[src/design/dma_ctrl_settings.svh]
// widths, register map and SRAM windows of the DMA engine; offsets assume a 6-bit register space
`ifndef DMA_CTRL_SETTINGS_SVH
`define DMA_CTRL_SETTINGS_SVH

// bus and counter widths
`define DMA_ADDR_W      32
`define DMA_DATA_W      32
`define DMA_REG_ADDR_W  6
`define DMA_CNT_W       16

// DMA engine register offsets
`define REG_CONTROL     6'h00
`define REG_INTR_MASK   6'h04
`define REG_INTR_STATUS 6'h0C
`define REG_READER_ADDR 6'h10
`define REG_WRITER_ADDR 6'h20
`define REG_BTT         6'h30

// element sizes in bytes
`define A_BYTES         1
`define B_BYTES         2
`define C_BYTES         4

// accelerator-side SRAM windows
`define SRAMA_BASE      32'h0001_0000
`define SRAMB_BASE      32'h0002_0000
`define SRAMC_BASE      32'h0003_0000

`endif

[src/design/dma_ctrl_pkg.sv]
// types shared by the DMA controller; widths come from dma_ctrl_settings.svh
`default_nettype none

`include "dma_ctrl_settings.svh"

package dma_ctrl_pkg;

    typedef logic [`DMA_ADDR_W-1:0]     addr_t;
    typedef logic [`DMA_DATA_W-1:0]     data_t;
    typedef logic [`DMA_REG_ADDR_W-1:0] reg_addr_t;
    // chunk counts, limits and steps
    typedef logic [`DMA_CNT_W-1:0]      cnt_t;

    // job phases run in declaration order after P_IDLE
    typedef enum logic [2:0] {
        P_IDLE,
        P_BRING_A,
        P_BRING_B,
        P_BRING_C,
        P_SYNC,
        P_SEND_C
    } phase_t;

    // each write state names the register write in flight
    typedef enum logic [2:0] {
        C_IDLE,
        C_MASK,
        C_BTT,
        C_RADDR,
        C_WADDR,
        C_CTRL,
        C_WAIT_INTR,
        C_CLEAR
    } cmd_state_t;

    typedef enum logic [1:0] {
        W_IDLE,
        W_SEND,
        W_RESP
    } wr_state_t;

endpackage

`default_nettype wire

[src/design/dma_cmd_writer.sv]
// one chunk at a time; the engine's writer interrupt must stay high until the clear write lands
`timescale 1ns/1ns
`default_nettype none

`include "dma_ctrl_settings.svh"

module dma_cmd_writer (
    input  wire logic                clk,
    input  wire logic                rst,
    input  wire logic                chunk_start,
    input  wire dma_ctrl_pkg::data_t chunk_btt,
    input  wire dma_ctrl_pkg::addr_t chunk_src,
    input  wire dma_ctrl_pkg::addr_t chunk_dst,
    input  wire logic                dma_writer_interrupt,
    input  wire logic                wr_done,
    output logic                     chunk_done,
    output logic                     wr_req,
    output dma_ctrl_pkg::reg_addr_t  wr_addr,
    output dma_ctrl_pkg::data_t      wr_data
);
    import dma_ctrl_pkg::*;

    // reader and writer bits for mask, start and clear
    localparam data_t BOTH_CH = 32'd3;

    cmd_state_t state;
    data_t      btt_q;
    addr_t      src_q;
    addr_t      dst_q;

    always_ff @(posedge clk) begin
        if (rst) begin
            state      <= C_IDLE;
            wr_req     <= 1'b0;
            chunk_done <= 1'b0;
        end else begin
            wr_req     <= 1'b0;
            chunk_done <= 1'b0;
            case (state)
                C_IDLE: if (chunk_start) begin
                    wr_req  <= 1'b1;
                    wr_addr <= `REG_INTR_MASK;
                    wr_data <= BOTH_CH;
                    state   <= C_MASK;
                end
                C_MASK: if (wr_done) begin
                    wr_req  <= 1'b1;
                    wr_addr <= `REG_BTT;
                    wr_data <= btt_q;
                    state   <= C_BTT;
                end
                C_BTT: if (wr_done) begin
                    wr_req  <= 1'b1;
                    wr_addr <= `REG_READER_ADDR;
                    wr_data <= data_t'(src_q);
                    state   <= C_RADDR;
                end
                C_RADDR: if (wr_done) begin
                    wr_req  <= 1'b1;
                    wr_addr <= `REG_WRITER_ADDR;
                    wr_data <= data_t'(dst_q);
                    state   <= C_WADDR;
                end
                C_WADDR: if (wr_done) begin
                    // kick both reader and writer
                    wr_req  <= 1'b1;
                    wr_addr <= `REG_CONTROL;
                    wr_data <= BOTH_CH;
                    state   <= C_CTRL;
                end
                C_CTRL: if (wr_done) begin
                    state <= C_WAIT_INTR;
                end
                C_WAIT_INTR: if (dma_writer_interrupt) begin
                    wr_req  <= 1'b1;
                    wr_addr <= `REG_INTR_STATUS;
                    wr_data <= BOTH_CH;
                    state   <= C_CLEAR;
                end
                C_CLEAR: if (wr_done) begin
                    chunk_done <= 1'b1;
                    state      <= C_IDLE;
                end
                default: state <= C_IDLE;
            endcase
        end
    end

    // chunk parameters kept until the address writes are sent
    always_ff @(posedge clk) begin
        if (state == C_IDLE && chunk_start) begin
            btt_q <= chunk_btt;
            src_q <= chunk_src;
            dst_q <= chunk_dst;
        end
    end

    a_start_when_idle: assert property (@(posedge clk) disable iff (rst)
        chunk_start |-> state == C_IDLE);

endmodule

`default_nettype wire

[src/design/dma_ctrl_top.sv]
// single-tile DMA controller; start is ignored while busy, configuration held stable while busy
`timescale 1ns/1ns
`default_nettype none

module dma_ctrl_top (
    input  wire logic                clk,
    input  wire logic                rst,
    input  wire logic                start,
    input  wire dma_ctrl_pkg::cnt_t  a_ett,
    input  wire dma_ctrl_pkg::cnt_t  a_y_lim,
    input  wire dma_ctrl_pkg::cnt_t  a_y_step,
    input  wire dma_ctrl_pkg::cnt_t  a_z_lim,
    input  wire dma_ctrl_pkg::cnt_t  a_z_step,
    input  wire dma_ctrl_pkg::cnt_t  b_ett,
    input  wire dma_ctrl_pkg::cnt_t  b_y_lim,
    input  wire dma_ctrl_pkg::cnt_t  b_y_step,
    input  wire dma_ctrl_pkg::cnt_t  c_ett,
    input  wire dma_ctrl_pkg::cnt_t  c_y_lim,
    input  wire dma_ctrl_pkg::cnt_t  c_y_step,
    input  wire dma_ctrl_pkg::cnt_t  c_z_lim,
    input  wire dma_ctrl_pkg::cnt_t  c_z_step,
    input  wire dma_ctrl_pkg::addr_t a_dram_base,
    input  wire dma_ctrl_pkg::addr_t b_dram_base,
    input  wire dma_ctrl_pkg::addr_t c_dram_base,
    input  wire logic                sauria_sync,
    input  wire logic                dma_writer_interrupt,
    input  wire logic                awready,
    input  wire logic                wready,
    input  wire logic                bvalid,
    output logic                     awvalid,
    output dma_ctrl_pkg::reg_addr_t  awaddr,
    output logic                     wvalid,
    output dma_ctrl_pkg::data_t      wdata,
    output logic                     bready,
    output logic                     dma_sync,
    output logic                     busy,
    output logic                     done
);
    import dma_ctrl_pkg::*;

    // sequencer to command writer
    logic      chunk_start;
    data_t     chunk_btt;
    addr_t     chunk_src;
    addr_t     chunk_dst;
    logic      chunk_done;

    // command writer to write master
    logic      wr_req;
    reg_addr_t wr_addr;
    data_t     wr_data;
    logic      wr_done;

    dma_phase_sequencer u_seq (
        .clk(clk), .rst(rst), .start(start),
        .a_ett(a_ett), .a_y_lim(a_y_lim), .a_y_step(a_y_step),
        .a_z_lim(a_z_lim), .a_z_step(a_z_step),
        .b_ett(b_ett), .b_y_lim(b_y_lim), .b_y_step(b_y_step),
        .c_ett(c_ett), .c_y_lim(c_y_lim), .c_y_step(c_y_step),
        .c_z_lim(c_z_lim), .c_z_step(c_z_step),
        .a_dram_base(a_dram_base), .b_dram_base(b_dram_base), .c_dram_base(c_dram_base),
        .sauria_sync(sauria_sync), .chunk_done(chunk_done),
        .chunk_start(chunk_start), .chunk_btt(chunk_btt),
        .chunk_src(chunk_src), .chunk_dst(chunk_dst),
        .dma_sync(dma_sync), .busy(busy), .done(done)
    );

    dma_cmd_writer u_cmd (
        .clk(clk), .rst(rst),
        .chunk_start(chunk_start), .chunk_btt(chunk_btt),
        .chunk_src(chunk_src), .chunk_dst(chunk_dst),
        .dma_writer_interrupt(dma_writer_interrupt), .wr_done(wr_done),
        .chunk_done(chunk_done),
        .wr_req(wr_req), .wr_addr(wr_addr), .wr_data(wr_data)
    );

    dma_reg_write_master u_wr (
        .clk(clk), .rst(rst),
        .wr_req(wr_req), .wr_addr(wr_addr), .wr_data(wr_data),
        .awready(awready), .wready(wready), .bvalid(bvalid),
        .wr_done(wr_done),
        .awvalid(awvalid), .awaddr(awaddr),
        .wvalid(wvalid), .wdata(wdata), .bready(bready)
    );

endmodule

`default_nettype wire

[src/design/dma_phase_sequencer.sv]
// configuration must stay stable while busy; address products wrap at 32 bits
`timescale 1ns/1ns
`default_nettype none

`include "dma_ctrl_settings.svh"

module dma_phase_sequencer (
    input  wire logic                clk,
    input  wire logic                rst,
    input  wire logic                start,
    input  wire dma_ctrl_pkg::cnt_t  a_ett,
    input  wire dma_ctrl_pkg::cnt_t  a_y_lim,
    input  wire dma_ctrl_pkg::cnt_t  a_y_step,
    input  wire dma_ctrl_pkg::cnt_t  a_z_lim,
    input  wire dma_ctrl_pkg::cnt_t  a_z_step,
    input  wire dma_ctrl_pkg::cnt_t  b_ett,
    input  wire dma_ctrl_pkg::cnt_t  b_y_lim,
    input  wire dma_ctrl_pkg::cnt_t  b_y_step,
    input  wire dma_ctrl_pkg::cnt_t  c_ett,
    input  wire dma_ctrl_pkg::cnt_t  c_y_lim,
    input  wire dma_ctrl_pkg::cnt_t  c_y_step,
    input  wire dma_ctrl_pkg::cnt_t  c_z_lim,
    input  wire dma_ctrl_pkg::cnt_t  c_z_step,
    input  wire dma_ctrl_pkg::addr_t a_dram_base,
    input  wire dma_ctrl_pkg::addr_t b_dram_base,
    input  wire dma_ctrl_pkg::addr_t c_dram_base,
    input  wire logic                sauria_sync,
    input  wire logic                chunk_done,
    output logic                     chunk_start,
    output dma_ctrl_pkg::data_t      chunk_btt,
    output dma_ctrl_pkg::addr_t      chunk_src,
    output dma_ctrl_pkg::addr_t      chunk_dst,
    output logic                     dma_sync,
    output logic                     busy,
    output logic                     done
);
    import dma_ctrl_pkg::*;

    phase_t phase;
    cnt_t   y;
    cnt_t   z;
    // running byte offset inside the SRAM window
    addr_t  loc_off;

    cnt_t   ett;
    cnt_t   lim_y;
    cnt_t   step_y;
    cnt_t   lim_z;
    cnt_t   step_z;
    addr_t  dram_base;
    addr_t  sram_base;
    addr_t  elem;
    addr_t  btt_bytes;
    addr_t  dram_addr;
    addr_t  loc_addr;

    // buffer selection per phase with y only for buffer B
    always_comb begin
        ett = c_ett;
        lim_y = c_y_lim;
        step_y = c_y_step;
        lim_z = c_z_lim;
        step_z = c_z_step;
        dram_base = c_dram_base;
        sram_base = `SRAMC_BASE;
        elem = addr_t'(`C_BYTES);
        if (phase == P_BRING_A) begin
            ett = a_ett;
            lim_y = a_y_lim;
            step_y = a_y_step;
            lim_z = a_z_lim;
            step_z = a_z_step;
            dram_base = a_dram_base;
            sram_base = `SRAMA_BASE;
            elem = addr_t'(`A_BYTES);
        end else if (phase == P_BRING_B) begin
            ett = b_ett;
            lim_y = b_y_lim;
            step_y = b_y_step;
            lim_z = '0;
            step_z = '0;
            dram_base = b_dram_base;
            sram_base = `SRAMB_BASE;
            elem = addr_t'(`B_BYTES);
        end
    end

    assign btt_bytes = addr_t'(ett) * elem;
    assign dram_addr = dram_base
                     + (addr_t'(y) * addr_t'(step_y) + addr_t'(z) * addr_t'(step_z)) * elem;
    assign loc_addr  = sram_base + loc_off;

    assign chunk_btt = data_t'(btt_bytes);
    // send C reads the SRAM and writes DRAM
    assign chunk_src = (phase == P_SEND_C) ? loc_addr : dram_addr;
    assign chunk_dst = (phase == P_SEND_C) ? dram_addr : loc_addr;

    always_ff @(posedge clk) begin
        if (rst) begin
            phase       <= P_IDLE;
            chunk_start <= 1'b0;
            dma_sync    <= 1'b0;
            busy        <= 1'b0;
            done        <= 1'b0;
        end else begin
            chunk_start <= 1'b0;
            done        <= 1'b0;
            case (phase)
                P_IDLE: if (start) begin
                    busy        <= 1'b1;
                    phase       <= P_BRING_A;
                    chunk_start <= 1'b1;
                end
                P_SYNC: if (sauria_sync) begin
                    dma_sync    <= 1'b0;
                    phase       <= P_SEND_C;
                    chunk_start <= 1'b1;
                end
                default: if (chunk_done) begin
                    if (y == lim_y && z == lim_z) begin
                        // last chunk of the phase
                        case (phase)
                            P_BRING_A: phase <= P_BRING_B;
                            P_BRING_B: phase <= P_BRING_C;
                            P_BRING_C: begin
                                phase    <= P_SYNC;
                                dma_sync <= 1'b1;
                            end
                            default: begin
                                phase <= P_IDLE;
                                busy  <= 1'b0;
                                done  <= 1'b1;
                            end
                        endcase
                        chunk_start <= (phase != P_BRING_C) && (phase != P_SEND_C);
                    end else begin
                        chunk_start <= 1'b1;
                    end
                end
            endcase
        end
    end

    // grid position and SRAM offset
    always_ff @(posedge clk) begin
        if (rst || phase == P_IDLE || phase == P_SYNC) begin
            y       <= '0;
            z       <= '0;
            loc_off <= '0;
        end else if (chunk_done) begin
            loc_off <= loc_off + btt_bytes;
            if (y != lim_y) begin
                y <= y + 1'b1;
            end else begin
                y <= '0;
                if (z != lim_z) begin
                    z <= z + 1'b1;
                end else begin
                    z       <= '0;
                    loc_off <= '0;
                end
            end
        end
    end

    a_no_start_outside_walk: assert property (@(posedge clk) disable iff (rst)
        chunk_start |-> !(phase inside {P_IDLE, P_SYNC}));

endmodule

`default_nettype wire

[src/design/dma_reg_write_master.sv]
// one register write at a time; a wr_req before the previous wr_done is a protocol error
`timescale 1ns/1ns
`default_nettype none

`include "dma_ctrl_settings.svh"

module dma_reg_write_master (
    input  wire logic                   clk,
    input  wire logic                   rst,
    input  wire logic                   wr_req,
    input  wire dma_ctrl_pkg::reg_addr_t wr_addr,
    input  wire dma_ctrl_pkg::data_t    wr_data,
    input  wire logic                   awready,
    input  wire logic                   wready,
    input  wire logic                   bvalid,
    output logic                        wr_done,
    output logic                        awvalid,
    output dma_ctrl_pkg::reg_addr_t     awaddr,
    output logic                        wvalid,
    output dma_ctrl_pkg::data_t         wdata,
    output logic                        bready
);
    import dma_ctrl_pkg::*;

    wr_state_t state;
    // a channel counts as finished once idle or accepted in this cycle
    logic      aw_ok;
    logic      w_ok;

    assign aw_ok = !awvalid || awready;
    assign w_ok  = !wvalid || wready;

    always_ff @(posedge clk) begin
        if (rst) begin
            state   <= W_IDLE;
            awvalid <= 1'b0;
            wvalid  <= 1'b0;
            bready  <= 1'b0;
            wr_done <= 1'b0;
        end else begin
            wr_done <= 1'b0;
            case (state)
                W_IDLE: begin
                    if (wr_req) begin
                        awvalid <= 1'b1;
                        wvalid  <= 1'b1;
                        state   <= W_SEND;
                    end
                end
                W_SEND: begin
                    // address and data channels are accepted independently
                    if (awvalid && awready) begin
                        awvalid <= 1'b0;
                    end
                    if (wvalid && wready) begin
                        wvalid <= 1'b0;
                    end
                    if (aw_ok && w_ok) begin
                        bready <= 1'b1;
                        state  <= W_RESP;
                    end
                end
                W_RESP: begin
                    if (bvalid) begin
                        bready  <= 1'b0;
                        wr_done <= 1'b1;
                        state   <= W_IDLE;
                    end
                end
                default: state <= W_IDLE;
            endcase
        end
    end

    // payload held for the whole write
    always_ff @(posedge clk) begin
        if (state == W_IDLE && wr_req) begin
            awaddr <= wr_addr;
            wdata  <= wr_data;
        end
    end

    a_awaddr_stable: assert property (@(posedge clk) disable iff (rst)
        awvalid && !awready |=> $stable(awaddr));

    a_req_when_idle: assert property (@(posedge clk) disable iff (rst)
        wr_req |-> state == W_IDLE);

endmodule

`default_nettype wire

[config.mk]
export PLATFORM = sky130hd
export DESIGN_NAME = dma_ctrl_top
export DESIGN_NICKNAME = d
export VERILOG_FILES = /design/src/design/dma_ctrl_pkg.sv /design/src/design/dma_cmd_writer.sv /design/src/design/dma_ctrl_top.sv /design/src/design/dma_phase_sequencer.sv /design/src/design/dma_reg_write_master.sv
export VERILOG_INCLUDE_DIRS = /design/src /design/src/design
export SDC_FILE = /design/constraint.sdc
export NUM_CORES = 2
export LEC_CHECK = 0
export BUFFER_PORTS_ARGS = -buffer_cell sky130_fd_sc_hd__buf_2
export CAP_MARGIN = 20
export CORE_MARGIN = 2
export CORE_UTILIZATION = 30
export CTS_CLUSTER_SIZE = 28
export DETAILED_ROUTE_END_ITERATION = 8
export SYNTH_ARGS = -nofsm -noshare
export SYNTH_HDL_FRONTEND = slang
export SYNTH_SLANG_ARGS = --single-unit
[constraint.sdc]
create_clock -name clk -period 14.5 [get_ports clk]
set_input_delay 1.45 -clock clk [delete_from_list [all_inputs] [get_ports clk]]
set_output_delay 1.45 -clock clk [all_outputs]
set_load 0.1 [all_outputs]
==> results by group <==
Status
  • Status: complete, no violations

Setup path
  • Critical Path End Type: register
  • Startpoint Class: register
  • Worst EP arrival: 13.81 ns
  • Critical path required time: roughly 15 ns
  • Worst-path maximum fanout: 53
  • CP max stage cell: nor2_1
  • Crit-path max cell delay: between 0.8 and 0.9 ns
  • Setup CP Type: reg -> reg
  • Critical path's most frequent cell: fa_1

Power
  • Worst vdd ir: 84.9 µV
  • Internal: between 1000 and 1500 µW
  • Clock share of power: between 30% and 40%
  • Static Leakage: around 0.02 µW
  • Sequential Power Share: around 40%
  • Net Sw Power: 649 µW
  • Sw Share: between 30% and 40%
  • Power per Cell Area: about 47 nW/µm²
  • Combinational share of power: between 20 and 30%

Logic synthesis
  • Post-Synthesis Cells: 4058
  • Primary FF master, synth: edfxtp_1
  • Mapped Area: about 37000 µm²
  • Register area share after synthesis: between 15 and 20%
  • Asr flop ratio synth: 0%
  • Post-synth EDFFs: 158
  • Synth cell types: between 90 and 100
  • Average size of a mapped cell: about 9.1 µm²
  • Yosys reg bits: 240
  • Ys Warns: 0

Floorplanning
  • Row count: 128
  • Core area: between 100000 and 150000 µm²
  • Die height: approximately 350 µm
  • # IOs: about 360
  • Starting Density: a little under a third
  • DIE AREA: about 130000 µm²
  • Die width: 354 µm

CTS
  • Clock Latency Late Sink: 0.57 ns
  • Root buffer cell: clkbuf_16
  • Clk sinks: 240
  • CTS max path bufs: 3
  • Setup Fix Bufs, Post-CTS: 0
  • Reg clk slew, reported paths: ~0.07 ns
  • Num CTS Buffers: 24
  • Post-cts resize count: 0
  • H-Tree Depth: 1
  • TritonCTS clock tree: done
  • Cts hold-fix bufs: 0

Routing
  • WL/cell: 18.8 µm
  • # DRC: 0
  • Final WL: between 100000 and 150000 µm
  • Initial DRC Count: roughly 2100
  • Vias/cell: roughly 4.9
  • Vias: ~29000
  • TritonRoute pass-1 iters: 5
  • Routed Antenna Nets: 0

Cells and area
  • P&R area growth vs syn: 11.8%
  • Nets@finish: roughly 5500
  • Share of cells above drive strength 1: between 10% and 20%
  • Fillcell total: ~13000

STA
  • Fin Clk Skew: around 0.023 ns
  • Final period utilization: 93.1%
  • Setup violators final: 0
  • PnR worst setup slack: approximately 1.0 ns
  • Fin. max-slew vios: 0
  • Sum of negative setup slack: 0 ns
  • RSZ-0062 raised after global routing: no
  • Least-Margin Pin Slew: roughly 1.1 ns
  • Fmax: ~74 MHz
  • Max-Slew Margin vs Limit: around a quarter
  • Crit path time final: ~13 ns
  • Fin. Hold Viols: 0

Place
  • Port bufs: 353
  • Post-DP HPWL: roughly 92000 µm
  • Pre-CTS setup slack: about 1.1 ns
  • Gpl congestion: just over 0.9

Global routing
  • Initial antenna violation count: 6
  • First-pass GRT wire length: around 170000 µm
  • GRT Total Usage: approximately 18%
  • Grt ovf: 0
  • Largest net degree at the start of global routing: 87
  • Vias in the first global route: 29685

Run
  • Maxcap violations: 0

Min path
  • HP Class: reg -> reg
## final cells by class
| class | count | area (µm²) | area share (%) |
|---|---|---|---|
| Multi-Input combinational cell | 2962 | 27200 | 66.1 |
| Timing Repair Buffer | 419 | 2300 | 5.60 |
| Clock buffer | 35 | 652 | 1.58 |
| Clock inverter | 9 | 103 | 0.249 |
| Sequential cell | 240 | 6390 | 15.5 |
| Tap cell | 1625 | 2030 | 4.94 |
| Inverter | 654 | 2460 | 5.99 |
| Antenna cell | 1 | 2.50 | 0.00608 |
## layer usage
layer	vias to the layer above	wire length [µm]	global-route usage (%)
met2	914	54400	30.7
met5	-	11	0
met1	14327	48300	23.8
met3	145	6310	1.58
li1	13513	-	-
met4	2	2860	4.47
## state kept, by name (all words and copies together) (netlist names), 2 cells and up
signal and count:
u_seq.z 16, u_cmd.dst_q 32, u_seq.loc_off 32, u_cmd.src_q 32, u_cmd.wr_data 32, u_cmd.wr_addr 4, u_cmd.state 3, u_seq.y 16
u_cmd.btt_q 22, u_wr.wdata 32, u_wr.state 2, u_seq.phase 3, u_wr.awaddr 4
## logic make-up after synthesis
logic type               after synthesis  share of synthesized area (%)
AO/OA/AOI/OAI                        510                           9.21
XOR/XNOR                             156                           3.71
adder cells (fa/ha/maj)              923                           42.0
buffers and inverters                857                           8.88
flip-flops                           240                           17.4
multiplexers                          51                           1.46
other                                  1                         0.0102
AND/OR/NAND/NOR                     1320                           17.4
## placed cells by master (no fill, tap or decap), drive strengths merged, types with 10 or more instances in the layout
cell type and n:
a211oi 16, a21o 33, a21oi 112, a22o 32
a22oi 47, a31oi 53, and2 290, and3 54
buf 419, clkbuf 35, dfxtp 82, edfxtp 158
fa 520, ha 402, inv 655, mux2 20
mux2i 31, nand2 470, nand2b 18, nand3 61
nand4 16, nor2 281, nor2b 27, nor3 43
o21a 22, o21ai 90, o21bai 16, o22ai 10
or2 10, or3 10, xnor2 94, xor2 62
## cells in the mapped netlist, types with 5 or more instances
cell | number | share of area (%)
inv_1 | 652 | 6.7
fa_1 | 520 | 28
nand2_1 | 469 | 4.8
ha_1 | 402 | 14
and2_1 | 289 | 4.9
nor2_1 | 276 | 2.8
clkbuf_1 | 171 | 1.7
edfxtp_1 | 158 | 13
a21oi_1 | 112 | 1.5
xnor2_1 | 94 | 2.2
o21ai_0 | 85 | 1.2
dfxtp_1 | 82 | 4.5
xor2_1 | 62 | 1.5
nand3_1 | 61 | 0.83
a31oi_1 | 53 | 0.90
and3_1 | 53 | 0.90
a22oi_1 | 47 | 0.96
nor3_1 | 42 | 0.57
a21o_1 | 33 | 0.67
a22o_1 | 32 | 0.76
mux2i_1 | 31 | 0.84
nor2b_1 | 27 | 0.46
o21a_1 | 22 | 0.45
mux2_2 | 20 | 0.61
buf_1 | 17 | 0.17
nand2b_1 | 17 | 0.29
a211oi_1 | 16 | 0.33
nand4_1 | 16 | 0.27
o21bai_1 | 15 | 0.31
o22ai_1 | 10 | 0.17
or3_1 | 10 | 0.17
buf_2 | 9 | 0.12
nand3b_1 | 8 | 0.16
o211ai_1 | 8 | 0.16
o22a_1 | 8 | 0.19
a21boi_0 | 7 | 0.14
o31ai_1 | 7 | 0.14
or2_2 | 7 | 0.12
and4_1 | 6 | 0.14
nor4_1 | 5 | 0.085
o21ai_1 | 5 | 0.068
## power by group through the flow
stage / combinational (µW) / sequential, µW / clock (µW)
after detailed placement: 512 / 798 / 0
after floorplan: 270 / 859 / 0
after CTS: 516 / 783 / 634
after global routing: 568 / 785 / 656
final: 516 / 781 / 620
after global placement: 507 / 797 / 0
## worst paths after layout
path         slack, ns                           start  depth (start not counted)                        end
max               1.00     u_seq.phase[2]$_SDFFE_PP0P_                         40  u_cmd.dst_q[30]$_DFFE_PP_
max reg2reg       1.00     u_seq.phase[2]$_SDFFE_PP0P_                         40  u_cmd.dst_q[30]$_DFFE_PP_
min               0.42  u_cmd.wr_data[0]$_SDFFCE_PN1P_                          0    u_wr.wdata[0]$_DFFE_PP_
min reg2reg       0.42  u_cmd.wr_data[0]$_SDFFCE_PN1P_                          0    u_wr.wdata[0]$_DFFE_PP_
## critical path: cells and delay by family, from the launching register on
| kind | cells | cell delay, ns |
|---|---|---|
| mux | 1 | 0.15 |
| simple gates | 8 | 1.93 |
| fa+ha+maj | 14 | 6.19 |
| buf+inv | 3 | 0.81 |
| xor+xnor | 1 | 0.25 |
| flops | 1 | 0.37 |
| compound gates | 13 | 3.47 |
## metrics by stage
stage	cell area, µm²	hold slack (ns)	total power [µW]	instances	util [%]
after detailed placement	40300	0.405	1310	5895	33.1
final	41100	0.417	1920	5945	33.8
after global placement	40300	0.404	1300	5893	33.1
after CTS	41000	0.417	1930	5939	33.7
after global routing	41100	0.424	2010	5945	33.8
after floorplan	36800	0.400	1130	4059	-
(Power assumes the default switching activity.)
